$ cat config.mk
export PLATFORM = sky130hd
export DESIGN_NAME = t08_io_top
export DESIGN_NICKNAME = d
export VERILOG_FILES = /design/src/hdl/t08_io_pkg.sv /design/src/hdl/t08_io_top.sv /design/src/hdl/t08_mmio.sv /design/src/hdl/t08_spi_issuer.sv /design/src/hdl/t08_touch_latch.sv /design/src/hdl/t08_wb_master.sv
export VERILOG_INCLUDE_DIRS = /design/src /design/src/hdl
export SDC_FILE = /design/constraint.sdc
export NUM_CORES = 1
export LEC_CHECK = 0
export BUFFER_PORTS_ARGS = -buffer_cell sky130_fd_sc_hd__buf_2
export CAP_MARGIN = 10
export CORE_UTILIZATION = 30
export CTS_CLUSTER_DIAMETER = 30
export DETAILED_ROUTE_END_ITERATION = 8
export SYNTH_ARGS = -nofsm -noshare
export SYNTH_HDL_FRONTEND = slang
export SYNTH_SLANG_ARGS = --single-unit
$ cat constraint.sdc
create_clock -name clk -period 7.5 [get_ports clk]
set_input_delay 2.25 -clock clk [delete_from_list [all_inputs] [get_ports clk]]
set_output_delay 2.25 -clock clk [all_outputs]
set_load 0.01 [all_outputs]
$ cat src/hdl/t08_io_consts.svh
`ifndef T08_IO_CONSTS_SVH
`define T08_IO_CONSTS_SVH

// io window in the upper half of the address space
`define T08_MMIO_BASE      32'hFFFF_0000
`define T08_MMIO_MASK      32'hFFFF_0000

// register offsets inside the io window
`define T08_TOUCH_OFS      16'h0000
`define T08_SPI_PARAM_OFS  16'h0004
`define T08_SPI_CMD_OFS    16'h0008
`define T08_STATUS_OFS     16'h000C

// system clocks per sck half period
`define T08_SPI_CLK_DIV    2

// parameter bytes after the command on a write job
`define T08_SPI_PARAM_BYTES 4

`endif

$ cat src/hdl/t08_io_pkg.sv
package t08_io_pkg;

    // request from the memory handler
    typedef struct packed {
        logic        read;
        logic        write;
        logic [31:0] addr;
        logic [31:0] wdata;
    } mem_req_t;

    // wishbone classic master outputs
    typedef struct packed {
        logic        cyc;
        logic        stb;
        logic        we;
        logic [31:0] adr;
        logic [31:0] dat;
    } wb_req_t;

    typedef struct packed {
        logic        ack;
        logic [31:0] dat;
    } wb_rsp_t;

    // also the read value of the touch register
    typedef struct packed {
        logic [7:0] xh;
        logic [7:0] xl;
        logic [7:0] yh;
        logic [7:0] yl;
    } touch_t;

    typedef struct packed {
        logic [31:0] params;
        logic [7:0]  cmd;
        logic        readwrite;  // params follow the command
    } spi_job_t;

    typedef enum logic [2:0] {
        region_mem,
        region_touch,
        region_spi_param,
        region_spi_cmd,
        region_status
    } region_t;

endpackage

$ cat src/hdl/t08_io_top.sv
module t08_io_top (
    input  logic                 clk,
    input  logic                 reset,
    input  t08_io_pkg::mem_req_t req,
    input  logic [7:0]           xh,
    input  logic [7:0]           xl,
    input  logic [7:0]           yh,
    input  logic [7:0]           yl,
    input  logic                 done,
    input  t08_io_pkg::wb_rsp_t  wb_rsp,
    output logic [31:0]          mh_data_o,
    output logic                 busy,
    output t08_io_pkg::wb_req_t  wb_req,
    output logic                 sck,
    output logic                 mosi,
    output logic                 cs_n
);
    import t08_io_pkg::*;

    logic        mem_start;
    logic        mem_done;
    logic [31:0] mem_data;
    touch_t      touch;
    logic        touch_valid;
    logic        touch_clear;
    logic        spi_launch;
    logic        spi_busy;
    spi_job_t    spi_job;

    t08_mmio u_mmio (
        .clk         (clk),
        .reset       (reset),
        .req         (req),
        .mem_done    (mem_done),
        .mem_data    (mem_data),
        .touch       (touch),
        .touch_valid (touch_valid),
        .spi_busy    (spi_busy),
        .mh_data_o   (mh_data_o),
        .busy        (busy),
        .mem_start   (mem_start),
        .touch_clear (touch_clear),
        .spi_launch  (spi_launch),
        .spi_job     (spi_job)
    );

    // memory side takes the request straight from the handler port
    t08_wb_master u_wb_master (
        .clk    (clk),
        .reset  (reset),
        .start  (mem_start),
        .req    (req),
        .wb_rsp (wb_rsp),
        .wb_req (wb_req),
        .done   (mem_done),
        .rdata  (mem_data)
    );

    t08_touch_latch u_touch_latch (
        .clk   (clk),
        .reset (reset),
        .done  (done),
        .xh    (xh),
        .xl    (xl),
        .yh    (yh),
        .yl    (yl),
        .clear (touch_clear),
        .touch (touch),
        .valid (touch_valid)
    );

    t08_spi_issuer u_spi_issuer (
        .clk    (clk),
        .reset  (reset),
        .launch (spi_launch),
        .job    (spi_job),
        .busy   (spi_busy),
        .sck    (sck),
        .mosi   (mosi),
        .cs_n   (cs_n)
    );

endmodule

$ cat src/hdl/t08_mmio.sv
`include "t08_io_consts.svh"

module t08_mmio (
    input  logic                 clk,
    input  logic                 reset,
    input  t08_io_pkg::mem_req_t req,
    input  logic                 mem_done,
    input  logic [31:0]          mem_data,
    input  t08_io_pkg::touch_t   touch,
    input  logic                 touch_valid,
    input  logic                 spi_busy,
    output logic [31:0]          mh_data_o,
    output logic                 busy,
    output logic                 mem_start,
    output logic                 touch_clear,
    output logic                 spi_launch,
    output t08_io_pkg::spi_job_t spi_job
);
    import t08_io_pkg::*;

    typedef enum logic [1:0] {
        st_idle,
        st_access,
        st_wait_mem,
        st_wait_spi
    } state_t;

    state_t      state, next_state;
    region_t     region_dec, region_q;
    logic        unmapped_dec, unmapped_q;
    logic        req_valid;
    logic        write_q;
    logic [31:0] wdata_q;
    logic [31:0] params_q;
    logic [31:0] rdata_q;
    logic [31:0] read_sel;
    logic        cmd_write;

    assign req_valid = req.read ^ req.write;  // both or neither is ignored

    // address decode, only sampled at the request
    always_comb begin
        region_dec   = region_mem;
        unmapped_dec = 1'b0;
        if ((req.addr & `T08_MMIO_MASK) == `T08_MMIO_BASE) begin
            case (req.addr[15:0])
                `T08_TOUCH_OFS:     region_dec = region_touch;
                `T08_SPI_PARAM_OFS: region_dec = region_spi_param;
                `T08_SPI_CMD_OFS:   region_dec = region_spi_cmd;
                `T08_STATUS_OFS:    region_dec = region_status;
                default: begin
                    region_dec   = region_status;
                    unmapped_dec = 1'b1;  // reads zero, writes dropped
                end
            endcase
        end
    end

    assign cmd_write = !unmapped_q && write_q && (region_q == region_spi_cmd);

    always_comb begin
        next_state = state;
        case (state)
            st_idle: begin
                if (req_valid) begin
                    next_state = (region_dec == region_mem) ? st_wait_mem : st_access;
                end
            end
            st_access: begin
                if (cmd_write && spi_busy) begin
                    next_state = st_wait_spi;
                end else begin
                    next_state = st_idle;
                end
            end
            st_wait_mem: if (mem_done) next_state = st_idle;
            st_wait_spi: if (!spi_busy) next_state = st_idle;
            default:     next_state = st_idle;
        endcase
    end

    // register read mux
    always_comb begin
        read_sel = '0;
        if (!unmapped_q) begin
            case (region_q)
                region_touch:     read_sel = touch;
                region_spi_param: read_sel = params_q;
                region_status:    read_sel = {30'd0, touch_valid, spi_busy};
                default:          read_sel = '0;
            endcase
        end
    end

    always_ff @(posedge clk or posedge reset) begin
        if (reset) begin
            state      <= st_idle;
            region_q   <= region_mem;
            unmapped_q <= 1'b0;
            write_q    <= 1'b0;
            params_q   <= '0;
            rdata_q    <= '0;
        end else begin
            state <= next_state;
            if (state == st_idle && req_valid) begin
                region_q   <= region_dec;
                unmapped_q <= unmapped_dec;
                write_q    <= req.write;
            end
            if (state == st_access && write_q && !unmapped_q
                && region_q == region_spi_param) begin
                params_q <= wdata_q;
            end
            if (state == st_access && !write_q) begin
                rdata_q <= read_sel;
            end
        end
    end

    always_ff @(posedge clk) begin
        if (state == st_idle && req_valid) wdata_q <= req.wdata;
    end

    assign busy        = (state != st_idle);
    assign mem_start   = (state == st_idle) && req_valid && (region_dec == region_mem);
    assign touch_clear = (state == st_access) && !write_q && !unmapped_q
                         && (region_q == region_touch);
    // launch once the issuer is free
    assign spi_launch  = cmd_write && !spi_busy
                         && (state == st_access || state == st_wait_spi);
    assign spi_job     = '{params: params_q, cmd: wdata_q[7:0], readwrite: wdata_q[8]};

    assign mh_data_o = (region_q == region_mem) ? mem_data : rdata_q;

endmodule

$ cat src/hdl/t08_spi_issuer.sv
`include "t08_io_consts.svh"

module t08_spi_issuer (
    input  logic                 clk,
    input  logic                 reset,
    input  logic                 launch,
    input  t08_io_pkg::spi_job_t job,
    output logic                 busy,
    output logic                 sck,
    output logic                 mosi,
    output logic                 cs_n
);
    import t08_io_pkg::*;

    localparam int DIV      = `T08_SPI_CLK_DIV;
    localparam int DIV_W    = $clog2(DIV) + 1;
    localparam int JOB_BITS = 8 + 8 * `T08_SPI_PARAM_BYTES;
    localparam int CNT_W    = $clog2(JOB_BITS + 1);

    typedef enum logic [1:0] {
        s_idle,
        s_shift,
        s_tail   // one clock with cs_n still low after the last bit
    } state_t;

    state_t               state;
    logic [DIV_W-1:0]     div_cnt;
    logic [CNT_W-1:0]     bit_cnt;
    logic [JOB_BITS-1:0]  shift_q;
    logic                 sck_q;

    always_ff @(posedge clk or posedge reset) begin
        if (reset) begin
            state   <= s_idle;
            div_cnt <= '0;
            bit_cnt <= '0;
            shift_q <= '0;
            sck_q   <= 1'b0;
        end else begin
            case (state)
                s_idle: begin
                    if (launch) begin
                        state   <= s_shift;
                        div_cnt <= '0;
                        sck_q   <= 1'b0;
                        // command first, params only on a write job
                        shift_q <= {job.cmd, job.readwrite ? job.params : 32'd0};
                        bit_cnt <= job.readwrite ? CNT_W'(JOB_BITS) : CNT_W'(8);
                    end
                end
                s_shift: begin
                    if (div_cnt == DIV_W'(DIV - 1)) begin
                        div_cnt <= '0;
                        if (!sck_q) begin
                            sck_q <= 1'b1;  // display samples here
                        end else begin
                            sck_q   <= 1'b0;
                            shift_q <= shift_q << 1;  // next bit on the falling edge
                            bit_cnt <= bit_cnt - 1'b1;
                            if (bit_cnt == CNT_W'(1)) state <= s_tail;
                        end
                    end else begin
                        div_cnt <= div_cnt + 1'b1;
                    end
                end
                s_tail:  state <= s_idle;
                default: state <= s_idle;
            endcase
        end
    end

    assign sck  = sck_q;
    assign mosi = shift_q[JOB_BITS-1];  // msb first
    assign cs_n = (state == s_idle);
    assign busy = (state != s_idle);

endmodule

$ cat src/hdl/t08_touch_latch.sv
module t08_touch_latch (
    input  logic               clk,
    input  logic               reset,
    input  logic               done,
    input  logic [7:0]         xh,
    input  logic [7:0]         xl,
    input  logic [7:0]         yh,
    input  logic [7:0]         yl,
    input  logic               clear,
    output t08_io_pkg::touch_t touch,
    output logic               valid
);
    import t08_io_pkg::*;

    touch_t sample_q;

    // coordinate bytes from the i2c reader
    always_ff @(posedge clk) begin
        if (done) begin
            sample_q <= '{xh: xh, xl: xl, yh: yh, yl: yl};
        end
    end

    // sticky flag, a new sample beats a clear
    always_ff @(posedge clk or posedge reset) begin
        if (reset) begin
            valid <= 1'b0;
        end else if (done) begin
            valid <= 1'b1;
        end else if (clear) begin
            valid <= 1'b0;
        end
    end

    assign touch = sample_q;

endmodule

$ cat src/hdl/t08_wb_master.sv
module t08_wb_master (
    input  logic                 clk,
    input  logic                 reset,
    input  logic                 start,
    input  t08_io_pkg::mem_req_t req,
    input  t08_io_pkg::wb_rsp_t  wb_rsp,
    output t08_io_pkg::wb_req_t  wb_req,
    output logic                 done,
    output logic [31:0]          rdata
);
    import t08_io_pkg::*;

    logic        cyc_q;
    logic        we_q;
    logic [31:0] adr_q;
    logic [31:0] dat_q;
    logic [31:0] rdata_q;

    // ack ends the cycle, done in the same clock
    assign done = cyc_q & wb_rsp.ack;

    always_ff @(posedge clk or posedge reset) begin
        if (reset) begin
            cyc_q <= 1'b0;
            we_q  <= 1'b0;
        end else if (start) begin
            cyc_q <= 1'b1;
            we_q  <= req.write;
        end else if (done) begin
            cyc_q <= 1'b0;  // low in the cycle after ack
            we_q  <= 1'b0;
        end
    end

    // address and write data
    always_ff @(posedge clk) begin
        if (start) begin
            adr_q <= req.addr;
            dat_q <= req.wdata;
        end
    end

    // read data held until the next read ack
    always_ff @(posedge clk or posedge reset) begin
        if (reset) begin
            rdata_q <= '0;
        end else if (done && !we_q) begin
            rdata_q <= wb_rsp.dat;
        end
    end

    assign rdata = rdata_q;

    // single classic cycle so stb tracks cyc
    assign wb_req = '{
        cyc: cyc_q,
        stb: cyc_q,
        we:  we_q,
        adr: adr_q,
        dat: dat_q
    };

endmodule

==> impl_metrics.env, run 1 <==
export IMPL_status="finished, final reports clean"
export IMPL_ant_nets=0
export IMPL_setup_violations=0
export IMPL_clkTransAtPathRegs_ps=40
export IMPL_critical_path_class="reg2out"
export IMPL_synth_top_area_cell="dfrtp_1"
export IMPL_grt_pass1_vias=8197
export IMPL_cts_buffers=76
export IMPL_htree_num_levels=3
export IMPL_fmax_mhz=225
export IMPL_crit_start="u_mmio.region_q[0]"
export IMPL_syn_inst=801
export IMPL_reg2reg_setup_slack_ps=4940
export IMPL_avgRoutedWirePerCell_um=17.7
export IMPL_yosysWarnings=0
export IMPL_holdWs_ps=471
export IMPL_place_gp_congestion=0.720
export IMPL_rsz0062_at_grt="false"
export IMPL_wl_um=29200
export IMPL_endpoint_kind="primary output"
export IMPL_fin_crit_ps=4440
export IMPL_worst_slew_pin_slew_ps=1100
export IMPL_antenna_found_initial=1
export IMPL_crit_path_cell_trace="nor3_2 > buf_4 > mux2_2 > buf_2"
export IMPL_grt_first_pass_wirelength_um=45400
export IMPL_via_per_inst=4.50
export IMPL_dp_slack_ps=2960
export IMPL_finClkSkew_ps=18.0
export IMPL_synth_nets=937
export IMPL_cts_repair_resized=0
export IMPL_grt_ovfl_total=0
export IMPL_drc=0
export IMPL_r2r_start="u_mmio.region_q[2]"
export IMPL_drtIter0Drc=266
export IMPL_die_area_mm2=0.0389
export IMPL_comb_power_share_pct=8.4
export IMPL_start_kind="register"
export IMPL_ios=237
export IMPL_p_leak_nw=6.98
export IMPL_yosys_cell_types_count=49
export IMPL_post_cts_buffers=0
export IMPL_hpwlAfterDp_um=18400
export IMPL_io_buffers=236
export IMPL_grt_use_total_pct=15.4
export IMPL_nets=1214
export IMPL_ys_top_cells_by_count="dfrtp_1, nand2_1, edfxtp_1, mux2_2, o21ai_0"
export IMPL_power_internal_mw=4.50
export IMPL_synth_main_ff_cell="dfrtp_1"
export IMPL_syn_area_mm2=0.0114
export IMPL_hold_class="reg2reg"
export IMPL_cp_endpoint="mh_data_o[5]"
export IMPL_initial_utilization_pct=30.5
export IMPL_cp_max_fo=19
export IMPL_p_seq_share_pct=32.5
export IMPL_swShare_pct=21.6
export IMPL_cp_required_ps=5250
export IMPL_root_buffer="clkbuf_16"
export IMPL_finalHoldViolations=0
export IMPL_final_cell_area_mm2=0.0159
export IMPL_net_switching_power_mw=1.24
export IMPL_synth_yosys_seq_area_share_pct=67.9
export IMPL_place_area_mm2=0.0131
export IMPL_worstRegToRegCells=5
export IMPL_worst_slack_ps=3060
export IMPL_max_clock_path_buffers=3
export IMPL_fp_row_count=71
export IMPL_drive_gt1_share_pct=45.6
export IMPL_grt_max_degree=71
export IMPL_drv_slew=0
export IMPL_maxSlewHeadroom_pct=25.7
export IMPL_synthArstFlopShare_pct=55.1
export IMPL_clkSinkCount=285
export IMPL_syn2layout_area_growth_pct=38.5
export IMPL_finalCritPeriodShare_pct=59.2
export IMPL_maxCapViolations=0
export IMPL_core_region_area_mm2=0.0376
export IMPL_synth_top_cell_area_share_pct=34.3
export IMPL_r2r_end="u_spi_issuer.shift_q[27]"
export IMPL_clkLatencyLatePin_ps=560
export IMPL_ys_top_cells_by_area="dfrtp_1, edfxtp_1, mux2_2"
export IMPL_synth_edf_count=128
export IMPL_cts_hold_fix_buffers=0
export IMPL_ir_drop_v=0.000205
export IMPL_die_w_um=197
export IMPL_p_clk_share_pct=59.1
export IMPL_ys_ff_latch=285
export IMPL_dieHeight_um=197
export IMPL_slowest_delay_ps=500
export IMPL_vias=7424
export IMPL_syn_area_per_cell_um2=14.3
export IMPL_crit_arrival_ps=2190
export IMPL_pwr_density_cell_mw_per_mm2=362
export IMPL_setup_tns_ps=0
export IMPL_crit_slowest_cell="dfrtp_1"
export IMPL_antennaDiodeCount=0
export IMPL_drtPass1Iterations=6
export IMPL_cts_tree="yes"
export IMPL_synth_most_common_cell="dfrtp_1"
export IMPL_fillerInstances=3503
-- flip-flops by register name, indices dropped and copies added (netlist names) --
register / flops
u_mmio.write_q: 1
u_spi_issuer.bit_cnt: 6
u_touch_latch.touch: 32
u_mmio.params_q: 32
u_mmio.rdata_q: 32
u_spi_issuer.shift_q: 40
u_mmio.wdata_q: 32
u_wb_master.we_q: 1
u_wb_master.cyc_q: 1
u_wb_master.rdata: 32
u_spi_issuer.div_cnt: 2
u_wb_master.adr_q: 32
u_mmio.unmapped_q: 1
u_wb_master.dat_q: 32
u_spi_issuer.state: 2
u_touch_latch.valid: 1
u_spi_issuer.sck: 1
u_mmio.state: 2
u_mmio.region_q: 3
-- layout by cell type, fill, tap and decap left out, types with 12 or more instances in the layout --
| master | n |
|---|---|
| bufinv_16 | 15 |
| clkbuf_1 | 13 |
| mux2_4 | 38 |
| o21ai_0 | 44 |
| clkbuf_16 | 77 |
| nand3_1 | 37 |
| buf_2 | 236 |
| edfxtp_1 | 128 |
| nand2_1 | 133 |
| a22oi_1 | 32 |
| dfrtp_1 | 157 |
| mux2_2 | 96 |
| clkinv_2 | 12 |
-- layer usage --
| layer | wire length (µm) | GRT usage, % | up-vias |
|---|---|---|---|
| met4 | 632 | 6.23 | 2 |
| met2 | 13700 | 24.8 | 243 |
| met1 | 13000 | 19.5 | 3619 |
| met3 | 1870 | 4.44 | 57 |
| met5 | 12 | 0 | - |
| li1 | - | - | 3503 |
-- stage by stage --
step                power (mW)  util [%]  std cells
floorplan                 2.17         -        801
global placement          2.36      35.0       1511
detailed placement        2.38      35.0       1511
CTS                       5.81      42.2       1651
global route              5.96      42.2       1651
finish                    5.74      42.2       1651
-- final cells by class --
cell class	instances	area (µm²)	share of cell area [%]
Sequential cell	285	7770	49.0
Multi-Input combinational cell	461	3440	21.7
Clock buffer	97	2070	13.1
Timing Repair Buffer	246	1260	7.92
Tap cell	511	639	4.03
Clock inverter	43	638	4.03
Inverter	8	35.0	0.221
-- logic make-up (layout without fill, tap and decap cells) --
family,after synthesis,after routing,share of synthesized area (%)
buf+inv,55,394,2.44
fa+ha+maj,2,2,0.219
flops,285,285,67.9
simple gates,219,219,8.79
compound gates,101,101,5.77
mux,136,136,14.6
xor+xnor,3,3,0.230
-- power groups by stage --
| stage | Sequential (mW) | Clock (mW) | Combinational [mW] |
|---|---|---|---|
| 6_report | 1.86 | 3.39 | 0.484 |
| 5_1_grt | 1.88 | 3.54 | 0.538 |
| 4_1_cts | 1.86 | 3.45 | 0.496 |
| 3_5_place_dp | 1.89 | 0 | 0.493 |
| 3_3_place_gp | 1.88 | 0 | 0.487 |
| 2_1_floorplan | 1.88 | 0 | 0.283 |
-- critical path: cells and delay by family, from the launching register on --
kind | cells | cell delay (ps)
multiplexers | 1 | 380
flip-flops | 1 | 500
buffers and inverters | 2 | 460
AND/OR/NAND/NOR | 1 | 260
-- worst min-delay path by stage --
stage,endpoint,cells after the start,from,slack [ps]
3_5_place_dp,u_mmio.params_q[15],1,u_mmio.wdata_q[15],460
5_1_grt,u_mmio.params_q[22],1,u_mmio.wdata_q[22],480
6_report,u_mmio.params_q[22],1,u_mmio.wdata_q[22],470
2_1_floorplan,u_mmio.rdata_q[10],2,u_mmio.rdata_q[10],450
3_3_place_gp,u_mmio.params_q[20],1,u_mmio.wdata_q[20],460
4_1_cts,u_mmio.params_q[22],1,u_mmio.wdata_q[22],480
No activity file was read; power rests on OpenSTA's default activity.
==> inputs of run 2 (changes only) <==
- clock period: 7.5 -> 4.29 ns (I/O delays scaled with it)
==> run 2 against run 1 <==
  * Global-route usage shrank 0.17 points
  * Combinational power grew 77%
  * Sequential power grew 75%
  * Critical path depth is the same
  * Setup slack lost 2200 ps
  * Clock-buffer cell count grew 3
  * Via count grew 1.2%
  * Routed wire length grew 0.51%
  * Die area is the same
  * Hold slack lost 1.1 ps
  * Critical path type unchanged
  * Largest cell class unchanged
==> impl_metrics.env, run 2 (synthesized netlist as in run 1, its figures left out) <==
export IMPL_place_gp_congestion=0.748
export IMPL_fillerInstances=3521
export IMPL_worst_slack_ps=838
export IMPL_via_per_inst=4.53
export IMPL_final_cell_area_mm2=0.0159
export IMPL_slowest_delay_ps=490
export IMPL_ant_nets=0
export IMPL_htree_num_levels=3
export IMPL_holdPathStages=1
export IMPL_root_buffer="clkbuf_16"
export IMPL_cp_required_ps=3000
export IMPL_cts_buffers=77
export IMPL_critical_path_class="reg2out"
export IMPL_setup_violations=0
export IMPL_grt_max_degree=65
export IMPL_antennaDiodeCount=0
export IMPL_critPathTopFamily="flip-flops"
export IMPL_dp_slack_ps=1180
export IMPL_largest_reg_flops=40
export IMPL_finalHoldViolations=0
export IMPL_die_area_mm2=0.0389
export IMPL_io_buffers=236
export IMPL_endpoint_kind="primary output"
export IMPL_drv_slew=0
export IMPL_post_cts_buffers=0
export IMPL_cp_num_buf_inv=2
export IMPL_maxCapViolations=0
export IMPL_clkLatencyLatePin_ps=580
export IMPL_wl_um=29400
export IMPL_place_area_mm2=0.0132
export IMPL_antenna_found_initial=2
export IMPL_pwr_density_cell_mw_per_mm2=626
export IMPL_grt_first_pass_wirelength_um=44600
export IMPL_p_leak_nw=6.99
export IMPL_cts_repair_resized=0
export IMPL_final_cell_mix="buf_2, dfrtp_1, nand2_1"
export IMPL_avgRoutedWirePerCell_um=17.7
export IMPL_ir_drop_v=0.000391
export IMPL_maxSlewHeadroom_pct=24.6
export IMPL_grt_ovfl_total=0
export IMPL_worstRegToRegCells=5
export IMPL_crit_path_cell_trace="nor3_2 > buf_4 > mux2_2 > buf_2"
export IMPL_grt_pass1_vias=7871
export IMPL_die_w_um=197
export IMPL_final_common_cell="buf_2"
export IMPL_setup_tns_ps=0
export IMPL_crit_cells=4
export IMPL_fp_row_count=71
export IMPL_initial_utilization_pct=30.5
export IMPL_crit_arrival_ps=2170
export IMPL_fmax_mhz=290
export IMPL_fin_crit_ps=3450
export IMPL_drc=0
export IMPL_vias=7510
export IMPL_hold_class="reg2reg"
export IMPL_cp_max_fo=19
export IMPL_worst_slew_pin_slew_ps=1130
export IMPL_clkSinkCount=285
export IMPL_rsz0062_at_grt="false"
export IMPL_drtPass1Iterations=6
export IMPL_core_region_area_mm2=0.0376
export IMPL_max_clock_path_buffers=3
export IMPL_finalCritPeriodShare_pct=80.5
export IMPL_start_kind="register"
export IMPL_crit_slowest_cell="dfrtp_1"
export IMPL_cts_hold_fix_buffers=0
export IMPL_finClkSkew_ps=26.6
export IMPL_clkTransAtPathRegs_ps=50
export IMPL_nets=1219
export IMPL_status="finished, final reports clean"
export IMPL_regMostFlops="u_spi_issuer.shift_q"
export IMPL_grt_use_total_pct=15.3
export IMPL_hpwlAfterDp_um=18700
export IMPL_ios=237
export IMPL_holdWs_ps=470
export IMPL_drtIter0Drc=287
export IMPL_syn2layout_area_growth_pct=38.9
export IMPL_cts_tree="yes"
export IMPL_dieHeight_um=197
export IMPL_drive_gt1_share_pct=46.2
[run 2: report_power, final]
| part | leakage, nW | switching (mW) | internal [mW] |
|---|---|---|---|
| Combinational | 2.39 | 0.427 | 0.432 |
| Sequential | 3.31 | 0.0990 | 3.15 |
| Clock | 1.30 | 1.71 | 4.14 |
[run 2: path summary, 6_finish.rpt]
kind / from / to / slack [ps]
max in group asynchronous: reset / u_mmio.rdata_q[26] / 2810
min in group asynchronous: reset / u_mmio.rdata_q[5] / 760
hold / removal: u_mmio.wdata_q[26] / u_mmio.params_q[26] / 470
setup / recovery: u_mmio.region_q[0] / mh_data_o[17] / 840
hold reg to reg: u_mmio.wdata_q[26] / u_mmio.params_q[26] / 470
setup reg to reg: u_mmio.region_q[2] / u_spi_issuer.shift_q[15] / 1760
[run 2: final cells by class]
cell class / count / area, µm² / share of cell area [%]
Clock inverter: 42 / 567 / 3.56
Sequential cell: 285 / 7770 / 48.9
Tap cell: 511 / 639 / 4.02
Clock buffer: 100 / 2120 / 13.4
Timing Repair Buffer: 250 / 1320 / 8.33
Multi-Input combinational cell: 461 / 3440 / 21.6
Inverter: 8 / 33.8 / 0.212
[run 2: stage by stage]
step / util, % / power [mW] / cells
4_1_cts: 42.3 / 10.1 / 1657
2_1_floorplan: - / 3.79 / 801
6_report: 42.3 / 9.96 / 1657
3_5_place_dp: 35.2 / 4.16 / 1515
3_3_place_gp: 35.2 / 4.13 / 1515
5_1_grt: 42.3 / 10.3 / 1657
[run 2: routing by layer]
metal  vias to the layer above  track usage [%]  share of wire [%]
met5                         -                0              0.089
met4                         4             6.95                2.9
met3                        66             4.44                7.0
met2                       265             23.6                 46
met1                      3653             19.7                 44
li1                       3522                -                  -
[run 2: worst reg2reg max path, stage by stage, from the launching register on]
cell and delay (ps):
dfrtp_1 520, and3b_4 410, a41oi_4 220, nor2_4 460, buf_4 430, mux2_4 350
==> inputs of run 3 (changes only) <==
- ABC_AREA: default -> 1
- clock period: 4.29 -> 3.56 ns (I/O delays scaled with it)
==> run 3 against run 2 <==
  * First-iteration DRC count increased by 48%
  * Clock skew fell by 7.5 ps
  * Clock-buffer cell count shrank 16
  * Critical path type unchanged
  * Routed wire length fell by 0.31%
  * Final cell count rose by 17%
  * Global-route usage fell by 0.10 points
  * Highest routed layer unchanged
  * Via count is 13% higher
==> impl_metrics.env, run 3 <==
export IMPL_synth_top_family_by_area="simple AND/OR/NAND/NOR gates"
export IMPL_io_buffers=236
export IMPL_wl_um=29300
export IMPL_finClkSkew_ps=19.1
export IMPL_crit_arrival_ps=2080
export IMPL_setup_violations=0
export IMPL_ir_drop_v=0.000475
export IMPL_critical_path_class="reg2out"
export IMPL_synth_xor_area_share_pct=0.228
export IMPL_synthMuxAreaShare_pct=1.80
export IMPL_dp_slack_ps=967
export IMPL_final_cell_area_mm2=0.0157
export IMPL_drive_gt1_share_pct=29.3
export IMPL_nets=1504
export IMPL_vias=8488
export IMPL_max_clock_path_buffers=3
export IMPL_worst_slew_pin_slew_ps=1060
export IMPL_synth_compound_area_share_pct=8.22
export IMPL_cts_repair_resized=0
export IMPL_place_gp_congestion=0.809
export IMPL_rsz0062_at_grt="false"
export IMPL_die_area_mm2=0.0393
export IMPL_yosys_cell_types_count=35
export IMPL_yosysWarnings=0
export IMPL_syn_area_mm2=0.0115
export IMPL_dieHeight_um=198
export IMPL_crit_start="u_mmio.region_q[1]"
export IMPL_fp_row_count=71
export IMPL_instances_no_fill=1936
export IMPL_antennaDiodeCount=0
export IMPL_synthSimpleGateAreaFrac_pct=16.7
export IMPL_synth_edf_count=128
export IMPL_root_buffer="clkbuf_16"
export IMPL_fin_crit_ps=3140
export IMPL_cts_hold_fix_buffers=0
export IMPL_final_cell_mix="nand2_1, buf_2, dfrtp_1"
export IMPL_die_w_um=198
export IMPL_synth_top_area_cell="dfrtp_1"
export IMPL_finalCritPeriodShare_pct=88.3
export IMPL_synth_most_common_cell="nand2_1"
export IMPL_status="finished, final reports clean"
export IMPL_antenna_found_initial=3
export IMPL_worst_slack_ps=417
export IMPL_syn2layout_area_growth_pct=36.0
export IMPL_synth_nets=1236
export IMPL_grt_pass1_vias=8319
export IMPL_dp_cells=1807
export IMPL_ios=237
export IMPL_regMostFlops="u_spi_issuer.shift_q"
export IMPL_post_cts_buffers=0
export IMPL_core_region_area_mm2=0.0378
export IMPL_hpwlAfterDp_um=19700
export IMPL_p_leak_nw=7.22
export IMPL_reg2reg_setup_slack_ps=1200
export IMPL_initial_utilization_pct=30.6
export IMPL_syn_area_per_cell_um2=10.5
export IMPL_r2r_start="u_spi_issuer.state[1]"
export IMPL_setup_tns_ps=0
export IMPL_cp_required_ps=2490
export IMPL_clkTransAtPathRegs_ps=40
export IMPL_maxSlewHeadroom_pct=29.3
export IMPL_clkSinkCount=285
export IMPL_maxCapViolations=0
export IMPL_hold_class="reg2reg"
export IMPL_pwr_density_cell_mw_per_mm2=772
export IMPL_ant_nets=0
export IMPL_grt_max_degree=95
export IMPL_place_area_mm2=0.0132
export IMPL_synth_main_ff_cell="dfrtp_1"
export IMPL_ys_ff_latch=285
export IMPL_endpoint_kind="primary output"
export IMPL_syn_inst=1100
export IMPL_start_kind="register"
export IMPL_cts_buffers=70
export IMPL_synthAdderAreaFrac_pct=0.217
export IMPL_synthArstFlopShare_pct=55.1
export IMPL_cp_max_fo=38
export IMPL_avgRoutedWirePerCell_um=15.1
export IMPL_synth_top_cell_area_share_pct=34.0
export IMPL_final_common_cell="nand2_1"
export IMPL_drtIter0Drc=426
export IMPL_grt_use_total_pct=15.2
export IMPL_drtPass1Iterations=5
export IMPL_synth_yosys_seq_area_share_pct=67.3
export IMPL_cts_tree="yes"
export IMPL_grt_ovfl_total=0
export IMPL_via_per_inst=4.38
export IMPL_grt_first_pass_wirelength_um=45500
export IMPL_holdWs_ps=477
export IMPL_drv_slew=0
export IMPL_clkLatencyLatePin_ps=560
export IMPL_drc=0
export IMPL_fmax_mhz=318
export IMPL_ys_top_cells_by_count="nand2_1, dfrtp_1, edfxtp_1, o21ai_0, nor2_1"
export IMPL_largest_reg_flops=40
export IMPL_ys_top_cells_by_area="dfrtp_1, edfxtp_1, nand2_1"
export IMPL_finalHoldViolations=0
export IMPL_hp_start="u_spi_issuer.shift_q[21]"
export IMPL_htree_num_levels=3
## run 3: cell types whose count changed in the layout (fill, tap and decap cells not counted), sizes merged, moves of 16 or more
| cell | before | now |
|---|---|---|
| nand2 | 133 | 366 |
| mux2 | 136 | 14 |
| inv | 14 | 91 |
| nor2 | 11 | 88 |
| o21ai | 47 | 113 |
| a21oi | 4 | 57 |
| a22oi | 32 | 0 |
| clkbuf | 100 | 84 |
| nand3 | 38 | 22 |
## run 3: logic make-up (layout without fill, tap and decap cells)
family,Yosys count,after routing
AOI/OAI and AO/OA,174,174
xor gates and xnor gates,3,3
adders and majority gates,2,2
buffers and inverters,136,461
DFF,285,285
muxes,19,19
and+or+nand+nor,481,481
## run 3: worst paths after layout
check | end | cells past startpoint
max in group asynchronous | u_mmio.params_q[20] | 3
min in group asynchronous | u_mmio.rdata_q[6] | 2
worst max-delay path | mh_data_o[25] | 5
worst max register to register | u_spi_issuer.bit_cnt[0] | 7
worst min-delay path | u_spi_issuer.shift_q[21] | 2
worst min register to register | u_spi_issuer.shift_q[21] | 2
## run 3: cell type report
class | count | area (µm²)
Sequential cell | 285 | 7770
Timing Repair Buffer | 246 | 1310
Fill cell | 3612 | 22100
Inverter | 86 | 327
Multi-Input combinational cell | 679 | 3140
Clock buffer | 84 | 1920
Clock inverter | 45 | 596
Tap cell | 511 | 639
## run 3: critical path, stage by stage, from the launching register on
cell and delay (ps):
dfrtp_1 410, nor2_1 160, nand2_2 310, buf_12 290, o21ai_0 180, buf_2 160
## run 3: stage by stage
stage / utilization, % / total power [mW]
5_1_grt: 41.6 / 12.6
6_report: 41.6 / 12.1
3_5_place_dp: 34.9 / 5.52
4_1_cts: 41.6 / 12.3
3_3_place_gp: 34.9 / 5.47
2_1_floorplan: - / 4.91
## run 3: power breakdown
| part | total [mW] | switching (mW) | internal (mW) | leakage, nW |
|---|---|---|---|---|
| Sequential | 4.10 | 0.141 | 3.96 | 3.30 |
| Combinational | 1.34 | 0.841 | 0.501 | 2.72 |
| Clock | 6.68 | 1.96 | 4.72 | 1.20 |
| Total | 12.1 | 2.95 | 9.18 | 7.22 |
## run 3: routing by layer
| layer | part of all wire [%] | wire (µm) | vias up | global-route usage, % |
|---|---|---|---|---|
| met1 | 48 | 14100 | 3963 | 21.1 |
| met4 | 2.3 | 671 | 4 | 5.63 |
| met3 | 7.8 | 2280 | 62 | 5.33 |
| met5 | 0.096 | 28 | - | 0 |
| li1 | - | - | 4150 | - |
| met2 | 42 | 12200 | 309 | 21.5 |
